`src/include/uart_defines.svh`:
```
`ifndef UART_DEFINES_SVH
`define UART_DEFINES_SVH

// clk cycles per oversample tick, 4 gives 64 cycles per bit
`define UART_TICK_DIV 4

// Ticks per bit
`define UART_OVERSAMPLE 16

// FIFO address width, depth is 2**AW
`define UART_FIFO_AW 3

`endif
```
`src/hw/uart_data_pkg.sv`:
```
`include "uart_defines.svh"

package uart_data_pkg;

    // One received frame
    typedef struct packed {
        logic [7:0] data;
        logic       framing_err; // Stop bit sampled low
    } rx_word_t;

    // Sticky error flags plus current FIFO occupancy
    typedef struct packed {
        logic                    frame_err;
        logic                    overrun;
        logic                    false_start;
        logic [`UART_FIFO_AW:0]  fifo_level;
    } uart_status_t;

endpackage

```
`src/hw/uart_line_pkg.sv`:
```
package uart_line_pkg;

    // Receiver frame phases
    typedef enum logic [1:0] {
        RX_IDLE,
        RX_START,
        RX_DATA,
        RX_STOP
    } rx_state_e;

    // Transmitter frame phases
    typedef enum logic [1:0] {
        TX_IDLE,
        TX_START,
        TX_DATA,
        TX_STOP
    } tx_state_e;

endpackage

```
`src/hw/uart_echo_top.sv`:
```
`timescale 1ns/10ps

`include "uart_defines.svh"

module uart_echo_top (
    input  logic                        clk,
    input  logic                        reset,
    input  logic                        rx_line,
    input  logic                        cts,
    output logic                        tx_line,
    output logic [7:0]                  leds,
    output uart_data_pkg::uart_status_t status
);

    import uart_data_pkg::*;

    logic                   tick;
    logic                   rx_valid;
    logic                   rx_false_start;
    logic                   false_start_sticky;
    logic                   frame_err_sticky;
    rx_word_t               rx_word;
    logic                   push;
    logic                   pop;
    logic                   empty;
    logic [7:0]             rd_data;
    logic [`UART_FIFO_AW:0] level;
    logic                   overrun;

    uart_baud_tick i_uart_baud_tick (
        .clk   (clk),
        .reset (reset),
        .tick  (tick)
    );

    uart_rx i_uart_rx (
        .clk              (clk),
        .reset            (reset),
        .tick             (tick),
        .rx_line          (rx_line),
        .rx_valid         (rx_valid),
        .false_start      (rx_false_start),
        .rx_word          (rx_word),
        .leds             (leds),
        .frame_err_sticky (frame_err_sticky)
    );

    // Framed-bad bytes never reach the FIFO
    assign push = rx_valid & ~rx_word.framing_err;

    uart_fifo i_uart_fifo (
        .clk     (clk),
        .reset   (reset),
        .push    (push),
        .pop     (pop),
        .wr_data (rx_word.data),
        .rd_data (rd_data),
        .empty   (empty),
        .level   (level),
        .overrun (overrun)
    );

    uart_tx i_uart_tx (
        .clk     (clk),
        .reset   (reset),
        .tick    (tick),
        .cts     (cts),
        .empty   (empty),
        .rd_data (rd_data),
        .pop     (pop),
        .tx_line (tx_line)
    );

    always_ff @(posedge clk) begin
        if (reset)
            false_start_sticky <= 1'b0;
        else if (rx_false_start)
            false_start_sticky <= 1'b1;
    end

    assign status.frame_err   = frame_err_sticky;
    assign status.overrun     = overrun;
    assign status.false_start = false_start_sticky;
    assign status.fifo_level  = level;

endmodule

```
`src/hw/uart_tx.sv`:
```
`timescale 1ns/10ps

`include "uart_defines.svh"

module uart_tx (
    input  logic       clk,
    input  logic       reset,
    input  logic       tick,
    input  logic       cts,
    input  logic       empty,
    input  logic [7:0] rd_data,
    output logic       pop,
    output logic       tx_line
);

    import uart_line_pkg::*;

    localparam int TCW = $clog2(`UART_OVERSAMPLE);
    localparam logic [TCW-1:0] LAST_TICK = TCW'(`UART_OVERSAMPLE - 1);

    tx_state_e      state;
    logic [TCW-1:0] tick_cnt;
    logic [2:0]     bit_cnt;
    logic [7:0]     shift;

    // Take the head byte on a tick so the start bit begins on tick boundary
    assign pop = (state == TX_IDLE) & tick & cts & ~empty;

    always_ff @(posedge clk) begin
        if (pop)
            shift <= rd_data;
        else if (tick && tick_cnt == LAST_TICK && state inside {TX_START, TX_DATA})
            shift <= {1'b1, shift[7:1]};
    end

    always_ff @(posedge clk) begin
        if (reset) begin
            state    <= TX_IDLE;
            tick_cnt <= '0;
            bit_cnt  <= '0;
            tx_line  <= 1'b1;
        end else begin
            case (state)
                TX_IDLE: begin
                    tx_line <= 1'b1;
                    if (pop) begin
                        state    <= TX_START;
                        tick_cnt <= '0;
                        tx_line  <= 1'b0; // Start bit
                    end
                end
                TX_START: begin
                    if (tick) begin
                        if (tick_cnt == LAST_TICK) begin
                            tick_cnt <= '0;
                            bit_cnt  <= '0;
                            tx_line  <= shift[0];
                            state    <= TX_DATA;
                        end else begin
                            tick_cnt <= tick_cnt + 1'b1;
                        end
                    end
                end
                TX_DATA: begin
                    if (tick) begin
                        if (tick_cnt == LAST_TICK) begin
                            tick_cnt <= '0;
                            if (bit_cnt == 3'd7) begin
                                tx_line <= 1'b1; // Stop bit
                                state   <= TX_STOP;
                            end else begin
                                tx_line <= shift[0];
                                bit_cnt <= bit_cnt + 1'b1;
                            end
                        end else begin
                            tick_cnt <= tick_cnt + 1'b1;
                        end
                    end
                end
                TX_STOP: begin
                    if (tick) begin
                        if (tick_cnt == LAST_TICK) begin
                            tick_cnt <= '0;
                            state    <= TX_IDLE;
                        end else begin
                            tick_cnt <= tick_cnt + 1'b1;
                        end
                    end
                end
                default: state <= TX_IDLE;
            endcase
        end
    end

    a_idle_high: assert property (@(posedge clk) disable iff (reset)
        state == TX_IDLE |-> tx_line);

endmodule

```
`src/hw/uart_fifo.sv`:
```
`timescale 1ns/10ps

`include "uart_defines.svh"

module uart_fifo (
    input  logic                    clk,
    input  logic                    reset,
    input  logic                    push,
    input  logic                    pop,
    input  logic [7:0]              wr_data,
    output logic [7:0]              rd_data,
    output logic                    empty,
    output logic [`UART_FIFO_AW:0]  level,
    output logic                    overrun
);

    localparam int AW = `UART_FIFO_AW;
    localparam int DEPTH = 1 << AW;

    logic [7:0]    mem [DEPTH];
    logic [AW-1:0] wr_ptr;
    logic [AW-1:0] rd_ptr;
    logic [AW:0]   count;
    logic          full;
    logic          do_push;
    logic          do_pop;

    assign full    = (count == (AW+1)'(DEPTH));
    assign empty   = (count == '0);
    assign do_pop  = pop & ~empty;
    assign do_push = push & (~full | do_pop); // Full is fine if the head leaves

    always_ff @(posedge clk) begin
        if (do_push)
            mem[wr_ptr] <= wr_data;
    end

    always_ff @(posedge clk) begin
        if (reset) begin
            wr_ptr  <= '0;
            rd_ptr  <= '0;
            count   <= '0;
            overrun <= 1'b0;
        end else begin
            if (do_push)
                wr_ptr <= wr_ptr + 1'b1;
            if (do_pop)
                rd_ptr <= rd_ptr + 1'b1;
            if (do_push && !do_pop)
                count <= count + 1'b1;
            else if (do_pop && !do_push)
                count <= count - 1'b1;
            if (push && !do_push)
                overrun <= 1'b1; // Byte dropped
        end
    end

    assign rd_data = mem[rd_ptr];
    assign level   = count;

    a_no_pop_empty: assert property (@(posedge clk) disable iff (reset)
        !(pop && empty));

endmodule

```
`src/hw/uart_rx.sv`:
```
`timescale 1ns/10ps

`include "uart_defines.svh"

module uart_rx (
    input  logic                     clk,
    input  logic                     reset,
    input  logic                     tick,
    input  logic                     rx_line,
    output logic                     rx_valid,
    output logic                     false_start,
    output uart_data_pkg::rx_word_t  rx_word,
    output logic [7:0]               leds,
    output logic                     frame_err_sticky
);

    import uart_line_pkg::*;
    import uart_data_pkg::*;

    localparam int TCW = $clog2(`UART_OVERSAMPLE);
    localparam logic [TCW-1:0] LAST_TICK = TCW'(`UART_OVERSAMPLE - 1);
    localparam logic [TCW-1:0] MID_TICK = TCW'(`UART_OVERSAMPLE / 2 - 1);

    rx_state_e      state;
    logic           rx_meta;
    logic           rx_sync;
    logic           rx_prev;
    logic           fall_edge;
    logic [TCW-1:0] tick_cnt;
    logic [2:0]     bit_cnt;
    logic [7:0]     shift;

    // Two-flop synchronizer, idle level is high
    always_ff @(posedge clk) begin
        if (reset) begin
            rx_meta <= 1'b1;
            rx_sync <= 1'b1;
            rx_prev <= 1'b1;
        end else begin
            rx_meta <= rx_line;
            rx_sync <= rx_meta;
            rx_prev <= rx_sync;
        end
    end

    assign fall_edge = rx_prev & ~rx_sync;

    always_ff @(posedge clk) begin
        if (reset) begin
            state            <= RX_IDLE;
            tick_cnt         <= '0;
            bit_cnt          <= '0;
            rx_valid         <= 1'b0;
            false_start      <= 1'b0;
            leds             <= '0;
            frame_err_sticky <= 1'b0;
        end else begin
            rx_valid    <= 1'b0;
            false_start <= 1'b0;
            case (state)
                RX_IDLE: begin
                    if (fall_edge) begin
                        state    <= RX_START;
                        tick_cnt <= '0;
                    end
                end
                RX_START: begin
                    if (tick) begin
                        if (tick_cnt == MID_TICK) begin
                            tick_cnt <= '0;
                            bit_cnt  <= '0;
                            if (rx_sync) begin // Glitch, not a real start bit
                                state       <= RX_IDLE;
                                false_start <= 1'b1;
                            end else begin
                                state <= RX_DATA;
                            end
                        end else begin
                            tick_cnt <= tick_cnt + 1'b1;
                        end
                    end
                end
                RX_DATA: begin
                    if (tick) begin
                        if (tick_cnt == LAST_TICK) begin
                            tick_cnt <= '0;
                            shift    <= {rx_sync, shift[7:1]}; // LSB first
                            if (bit_cnt == 3'd7)
                                state <= RX_STOP;
                            else
                                bit_cnt <= bit_cnt + 1'b1;
                        end else begin
                            tick_cnt <= tick_cnt + 1'b1;
                        end
                    end
                end
                RX_STOP: begin
                    if (tick) begin
                        if (tick_cnt == LAST_TICK) begin
                            tick_cnt            <= '0;
                            state               <= RX_IDLE;
                            rx_valid            <= 1'b1;
                            rx_word.data        <= shift;
                            rx_word.framing_err <= ~rx_sync;
                            if (rx_sync)
                                leds <= shift; // Only good bytes reach the LEDs
                            else
                                frame_err_sticky <= 1'b1;
                        end else begin
                            tick_cnt <= tick_cnt + 1'b1;
                        end
                    end
                end
                default: state <= RX_IDLE;
            endcase
        end
    end

    a_valid_single: assert property (@(posedge clk) disable iff (reset)
        rx_valid |=> !rx_valid);

    a_start_on_edge: assert property (@(posedge clk) disable iff (reset)
        (state == RX_IDLE && !$fell(rx_sync)) |=> state == RX_IDLE);

endmodule

```
`src/hw/uart_baud_tick.sv`:
```
`timescale 1ns/10ps

`include "uart_defines.svh"

module uart_baud_tick (
    input  logic clk,
    input  logic reset,
    output logic tick
);

    localparam int CW = $clog2(`UART_TICK_DIV + 1);
    localparam logic [CW-1:0] LAST = CW'(`UART_TICK_DIV - 1);

    logic [CW-1:0] div_cnt;

    // Free running, never restarted by the line
    always_ff @(posedge clk) begin
        if (reset) begin
            div_cnt <= '0;
            tick    <= 1'b0;
        end else begin
            if (div_cnt == LAST) begin
                div_cnt <= '0;
                tick    <= 1'b1;
            end else begin
                div_cnt <= div_cnt + 1'b1;
                tick    <= 1'b0;
            end
        end
    end

endmodule

```
`config.mk`:
```
export PLATFORM = sky130hd
export DESIGN_NAME = uart_echo_top
export DESIGN_NICKNAME = d
export VERILOG_FILES = /design/src/hw/uart_data_pkg.sv /design/src/hw/uart_line_pkg.sv /design/src/hw/uart_echo_top.sv /design/src/hw/uart_tx.sv /design/src/hw/uart_fifo.sv /design/src/hw/uart_rx.sv /design/src/hw/uart_baud_tick.sv
export VERILOG_INCLUDE_DIRS = /design/src /design/src/include
export SDC_FILE = /design/constraint.sdc
export NUM_CORES = 1
export LEC_CHECK = 0
export BUFFER_PORTS_ARGS = -buffer_cell sky130_fd_sc_hd__buf_4
export CAP_MARGIN = 40
export CELL_PAD_IN_SITES_DETAIL_PLACEMENT = 0
export CELL_PAD_IN_SITES_GLOBAL_PLACEMENT = 1
export CORE_ASPECT_RATIO = 1.2
export CORE_MARGIN = 2
export CORE_UTILIZATION = 35
export CTS_CLUSTER_DIAMETER = 100
export CTS_CLUSTER_SIZE = 16
export DETAILED_ROUTE_END_ITERATION = 7
export GPL_TIMING_DRIVEN = 0
export PLACE_DENSITY_LB_ADDON = 0.08
export SLEW_MARGIN = 30
export SYNTH_ARGS = -nofsm -noshare
export SYNTH_HDL_FRONTEND = slang
export SYNTH_HIERARCHICAL = 1
export SYNTH_SLANG_ARGS = --single-unit
```
`constraint.sdc`:
```
create_clock -name clk -period 9.8 [get_ports clk]
set_clock_uncertainty 0.05 [all_clocks]
set_input_delay 0.98 -clock clk [delete_from_list [all_inputs] [get_ports clk]]
set_output_delay 0.98 -clock clk [all_outputs]
set_load 0.02 [all_outputs]
```
Yosys cells after proc, flatten, opt, wreduce, memory -nomap -nowiden. Memories as Yosys holds them, arrays and structs flattened. A register that Yosys moved wholly into a read port is not among the register bits. Index checks and enable logic that the tools add are counted. Widths: inputs -> output; s select.

Register bits after elaboration: 74. Memory bits (writable): 64. Bits of input ports: 4. Output and inout port bits: 16. Word-level logic and storage cells: 175. Memories: 1.

Add/subtract/negate cells: 9. Equality and inequality tests: 33. Mux-type cells: 59. Bitwise gates (word level): 17. Reduce and logical (&&, ||, !) cells: 31.

Memories: i_uart_fifo.mem (words 8, width 8, rd ports 1, clocked after Yosys merged registers in 1, write ports 1, line uart_fifo.sv:20) `logic [7:0] mem [DEPTH];`.

Operator list (number): $mux 4 (10); $mux 3 (12); $mux 2 (17); $ne 2x2->1 const B (12); $mux 8 (2); $ne 2x1->1 const B (8); $pmux 2 s4 (2); $reduce_and 4->1 (4); $reduce_and 8->1 (2); $add 3x1->3 const B (5); $add 4x1->4 const B (3); $eq 4x4->1 const B (3); $pmux 3 s2 (2); $pmux 4 s3 (1); $reduce_and 6->1 (2); $mux 1 (11); $not 1->1 (9); $eq 2x2->1 const B (4); $pmux 4 s2 (1); $reduce_bool 2->1 (4); $and 1x1->1 (7); $eq 3x3->1 const B (2); $reduce_or 3->1 (2); $logic_and 1x1->1 (5); 15 further kinds (19).

Longest topological paths before layout.
Depth after elaboration: 11. Mapped depth: 16. Mapped depth without buffers: 14.

Modules after synthesis. Netlist, hierarchy kept.

Modules (own cells, without submodules): uart_fifo (instances 1, cells an instance 170, area an instance 3158.0 sq um, sequential area each 2202.1 sq um); uart_rx (instances 1, cells an instance 127, area an instance 1540.2 sq um, sequential area each 970.9 sq um); uart_tx (instances 1, cells an instance 98, area an instance 1031.0 sq um, sequential area each 440.4 sq um); uart_baud_tick (instances 1, cells an instance 11, area an instance 137.6 sq um, sequential area each 80.1 sq um); uart_echo_top (instances 1, cells an instance 6, area an instance 58.8 sq um, sequential area each 20.0 sq um).

Least setup slack after synthesis. Ideal clock, no wire load.

Kind: register to register. Start: reg i_uart_fifo.count[1], in the netlist i_uart_fifo/level[1]. End: reg i_uart_fifo.count[3], in the netlist i_uart_fifo/level[3]. Data arrival time: 3395 ps. Slack: 6234 ps. Cell stages (with the launch flop): 17. Path buffers: 2. Clock period less this slack: 3566 ps. Cells stage by stage: dfxtp_1 > or3_1 > buf_2 > nor2_1 > nand4b_1 > clkbuf_1 > inv_1 > nand2b_1 > o21ai_4 > inv_1 > ha_1 > inv_1 > ha_1 > a21oi_1 > a211oi_1 > a31oi_1 > mux2_2.

Word-level cells in the longest chain between the ends: 9. Elaborated cells on any way between the ends: 17. Those cells by class: add/sub: 2; eq/ne: 1; mux: 2; bitwise: 6; reduce/logical: 6.

Ends and longest elaborated chain: start, declared (line uart_fifo.sv:23) `logic [AW:0] count;`; start signal, assigned (line uart_fifo.sv:50) `count <= count + 1'b1;`; start signal, assigned (line uart_fifo.sv:52) `count <= count - 1'b1;`; $logic_not 4->1 (*) (line uart_fifo.sv:29) `assign empty = (count == '0);`; net empty (line uart_echo_top.sv:25) `logic empty;`; $not 1->1 (*) (line uart_tx.sv:27) `assign pop = (state == TX_IDLE) & tick & cts & ~empty;`; $and 1x1->1 (*) (line uart_tx.sv:27); net pop (line uart_echo_top.sv:24) `logic pop;`; $and 1x1->1 (*) (line uart_fifo.sv:30) `assign do_pop = pop & ~empty;`; $or 1x1->1 (*) (line uart_fifo.sv:31) `assign do_push = push & (~full | do_pop);`; $and 1x1->1 (*) (line uart_fifo.sv:31); net i_uart_fifo.do_push (line uart_fifo.sv:25) `logic do_push;`; $logic_not 1->1 (line uart_fifo.sv:51) `else if (do_pop && !do_push)`; $logic_and 1x1->1 (line uart_fifo.sv:51); $reduce_bool 2->1 (no source line).

Mark *: on every way through the listed nets, which the timed path passes. The rest lies on a longest branch. The select of a mux whose other input is x is not followed. A chain may end at the register's enable or synchronous reset.

Final worst setup path. Ends and elaborated chain as after synthesis.

==> flow_summary.json <==
{
  "fin_crit_sh": 0.445,
  "power_frac_clock": 0.485,
  "grt_max_degree": 19,
  "combPwrFrac": 0.012,
  "die_w_um": 123,
  "cts_resized": 0,
  "fin_area_mm2": 0.00700,
  "slew_headroom": 0.495,
  "syn_area_mm2": 0.00593,
  "vias": 3387,
  "cts.path.max_buffers": 2,
  "place_area_mm2": 0.00644,
  "cp-start-kind": "register",
  "root_buffer": "clkbuf_16",
  "cts_sinks": 141,
  "period_minus_slack_ns": 4.36,
  "swShare": 0.198,
  "max_freq_ghz": 0.230,
  "endpoint_kind": "register",
  "fin_tns_setup_ns": 0,
  "dr.pass1.iters": 4,
  "irDropWorstVdd_mv": 0.115,
  "clk_latency_ns": 0.42,
  "critPathKind": "reg2reg",
  "grt_overflow": 0,
  "async_flop_share": 0,
  "grt_first_pass_wirelength_um": 18600,
  "path_cells": "or3_1 > buf_2 > nor2_1 > nand4b_1 > clkbuf_1 > inv_1 > nand2b_1 > o21ai_4 > inv_1 > ha_1 > inv_1 > ha_1 > a21oi_1 > a211oi_1 > a31oi_1 > mux2_2",
  "die_area_mm2": 0.0180,
  "ys_ff_latch": 141,
  "drive_gt1_frac": 0.218,
  "gp_congestion": 0.738,
  "setup_viol_count_final": 0,
  "drt_iter0_markers": 163,
  "rsz0062_at_grt": "false",
  "hold_buffers": 0,
  "cp.arrival_ns": 4.61,
  "drv_slew": 0,
  "switchingPower_uw": 247,
  "die_y_um": 147,
  "htreeDepth": 4,
  "post_drt_wl_per_cell_um": 16.6,
  "grt_pass1_vias": 3407,
  "power_frac_seq": 0.503,
  "fin_nets": 484,
  "p_int_mw": 1.00,
  "area_growth_pct": 18.1,
  "clk_pin_slew_ns": 0.06,
  "synthFlopType": "edfxtp_1",
  "finalHoldViolCount": 0,
  "power_density_mw_per_mm2": 179,
  "final_antenna_net_count": 0,
  "grt_use_total": 0.140,
  "ys_seq_area_frac": 0.627,
  "min_path_type": "reg2reg",
  "diodes": 0,
  "drcViolationCount": 0,
  "p_leak_nw": 2.53,
  "numCtsBuffers": 17,
  "ios": 20,
  "cts_tree": "yes",
  "synth_edf_count": 89,
  "yosysWarnings": 6,
  "tightest_slew_ns": 0.755,
  "dpl.hpwl_um": 8060,
  "syn-num-nets": 436,
  "max_stage_delay_ns": 0.50,
  "cap_violations": 0,
  "crit_fanout": 10,
  "fin_util": 0.418,
  "crit_slowest_cell": "clkbuf_1",
  "routed_wl_um": 11400,
  "syn_area_per_cell_um2": 14.4,
  "hold_ws_ns": 0.370,
  "antenna_found_initial": 0,
  "cts_setup_buffers": 0,
  "via_per_inst": 4.92,
  "initial_core_util": 0.354,
  "io_buffer_count": 19,
  "fp-row-count": 52,
  "synth_cell_type_count": 61,
  "cp_common_cell": "inv_1",
  "status": "completed",
  "design.core.area_mm2": 0.0167,
  "synthCells": 412,
  "worstPathRequired_ns": 10.06
}
[cell type report]
class	instances	area (um2)
Fill cell	1581	9720
Sequential cell	141	3710
Multi-Input combinational cell	240	2070
Clock buffer	19	433
Tap cell	216	270
Timing Repair Buffer	29	213
Buffer	21	138
Clock inverter	12	123
Inverter	10	37.5
[cells in the mapped netlist (all sizes together), types with 4 or more instances]
cell type	count	area, um2
a21oi	17	85.1
buf	13	108
clkbuf	8	30.0
dfxtp	52	1040
edfxtp	89	2670
ha	19	238
inv	10	37.5
mux2	17	191
mux2i	15	150
mux4	16	417
nand2	17	66.3
nand2b	7	43.8
nand3	10	50.1
nand4	4	25.0
nor2	37	141
nor2b	4	25.0
nor3	10	50.1
o21ai	6	45.1
or2	5	31.3
or3	5	31.3
xor2	4	35.0
[critical path: cells and delay by family (launching register included)]
family / cells / cell delay [ns]
buffers and inverters: 5 / 1.16
AND/OR/NAND/NOR: 4 / 1.09
AO/OA/AOI/OAI: 4 / 0.74
adder cells (fa/ha/maj): 2 / 0.50
flip-flops: 1 / 0.35
multiplexers: 1 / 0.35
[flip-flops by register name, summed over array words and instances, names as in the netlist, 3 cells and up, named ones only]
name	flops
i_uart_baud_tick/div_cnt	3
i_uart_fifo/level	4
i_uart_fifo/mem	64
i_uart_fifo/rd_ptr	3
i_uart_fifo/wr_ptr	3
i_uart_rx/bit_cnt	3
i_uart_rx/leds	8
i_uart_rx/rx_word	9
i_uart_rx/shift	8
i_uart_rx/tick_cnt	4
i_uart_tx/bit_cnt	3
i_uart_tx/shift	8
i_uart_tx/tick_cnt	4
[final timing paths]
path / slack (ns) / start / depth (start not counted) / to
setup / recovery: 5.44 / i_uart_fifo/level[1] / 16 / i_uart_fifo/level[3]
hold / removal: 0.37 / i_uart_rx/rx_meta / 1 / i_uart_rx/rx_sync
setup reg to reg: 5.44 / i_uart_fifo/level[1] / 16 / i_uart_fifo/level[3]
hold reg to reg: 0.37 / i_uart_rx/rx_meta / 1 / i_uart_rx/rx_sync
[cells in the final DEF, fill, tap and decap left out, drive strengths merged, types with 7 or more instances in the layout]
cell type  count
mux2          17
clkbuf        27
ha            19
dfxtp         52
edfxtp        89
buf           42
a21oi         17
mux4          16
nor2          37
nand3         10
nand2b         7
inv           11
mux2i         15
nand2         17
nor3          10
[metal layers]
metal,vias up,GRT usage,part of all wire
met5,-,0,0
met4,0,0.0569,0.015
met3,17,0.0414,0.036
met2,53,0.232,0.52
met1,1654,0.170,0.43
li1,1663,-,-
[cells by family (layout without fill, tap and decap cells)]
| logic type | after synthesis | after routing | synth area share |
|---|---|---|---|
| buffers and inverters | 31 | 91 | 0.0296 |
| xor gates and xnor gates | 6 | 6 | 0.00887 |
| and+or+nand+nor | 118 | 118 | 0.107 |
| AOI/OAI and AO/OA | 48 | 48 | 0.0564 |
| adders and majority gates | 20 | 20 | 0.0435 |
| DFF | 141 | 141 | 0.627 |
| muxes | 48 | 48 | 0.128 |
[power groups by stage]
stage	Sequential [mW]	Clock, mW	Combinational, mW
after floorplan	0.640	0	0.00976
after global placement	0.641	0	0.0152
after detailed placement	0.641	0	0.0155
after CTS	0.628	0.624	0.0156
after global routing	0.628	0.651	0.0173
final	0.628	0.606	0.0151
[metrics by stage]
stage	worst slack (ns)	std cells	total power, mW
after floorplan	6.23	412	0.650
after global placement	5.43	647	0.656
after detailed placement	5.35	657	0.656
after CTS	5.30	688	1.27
after global routing	5.05	688	1.30
final	5.44	688	1.25
No activity file was read; power rests on OpenSTA's default activity.
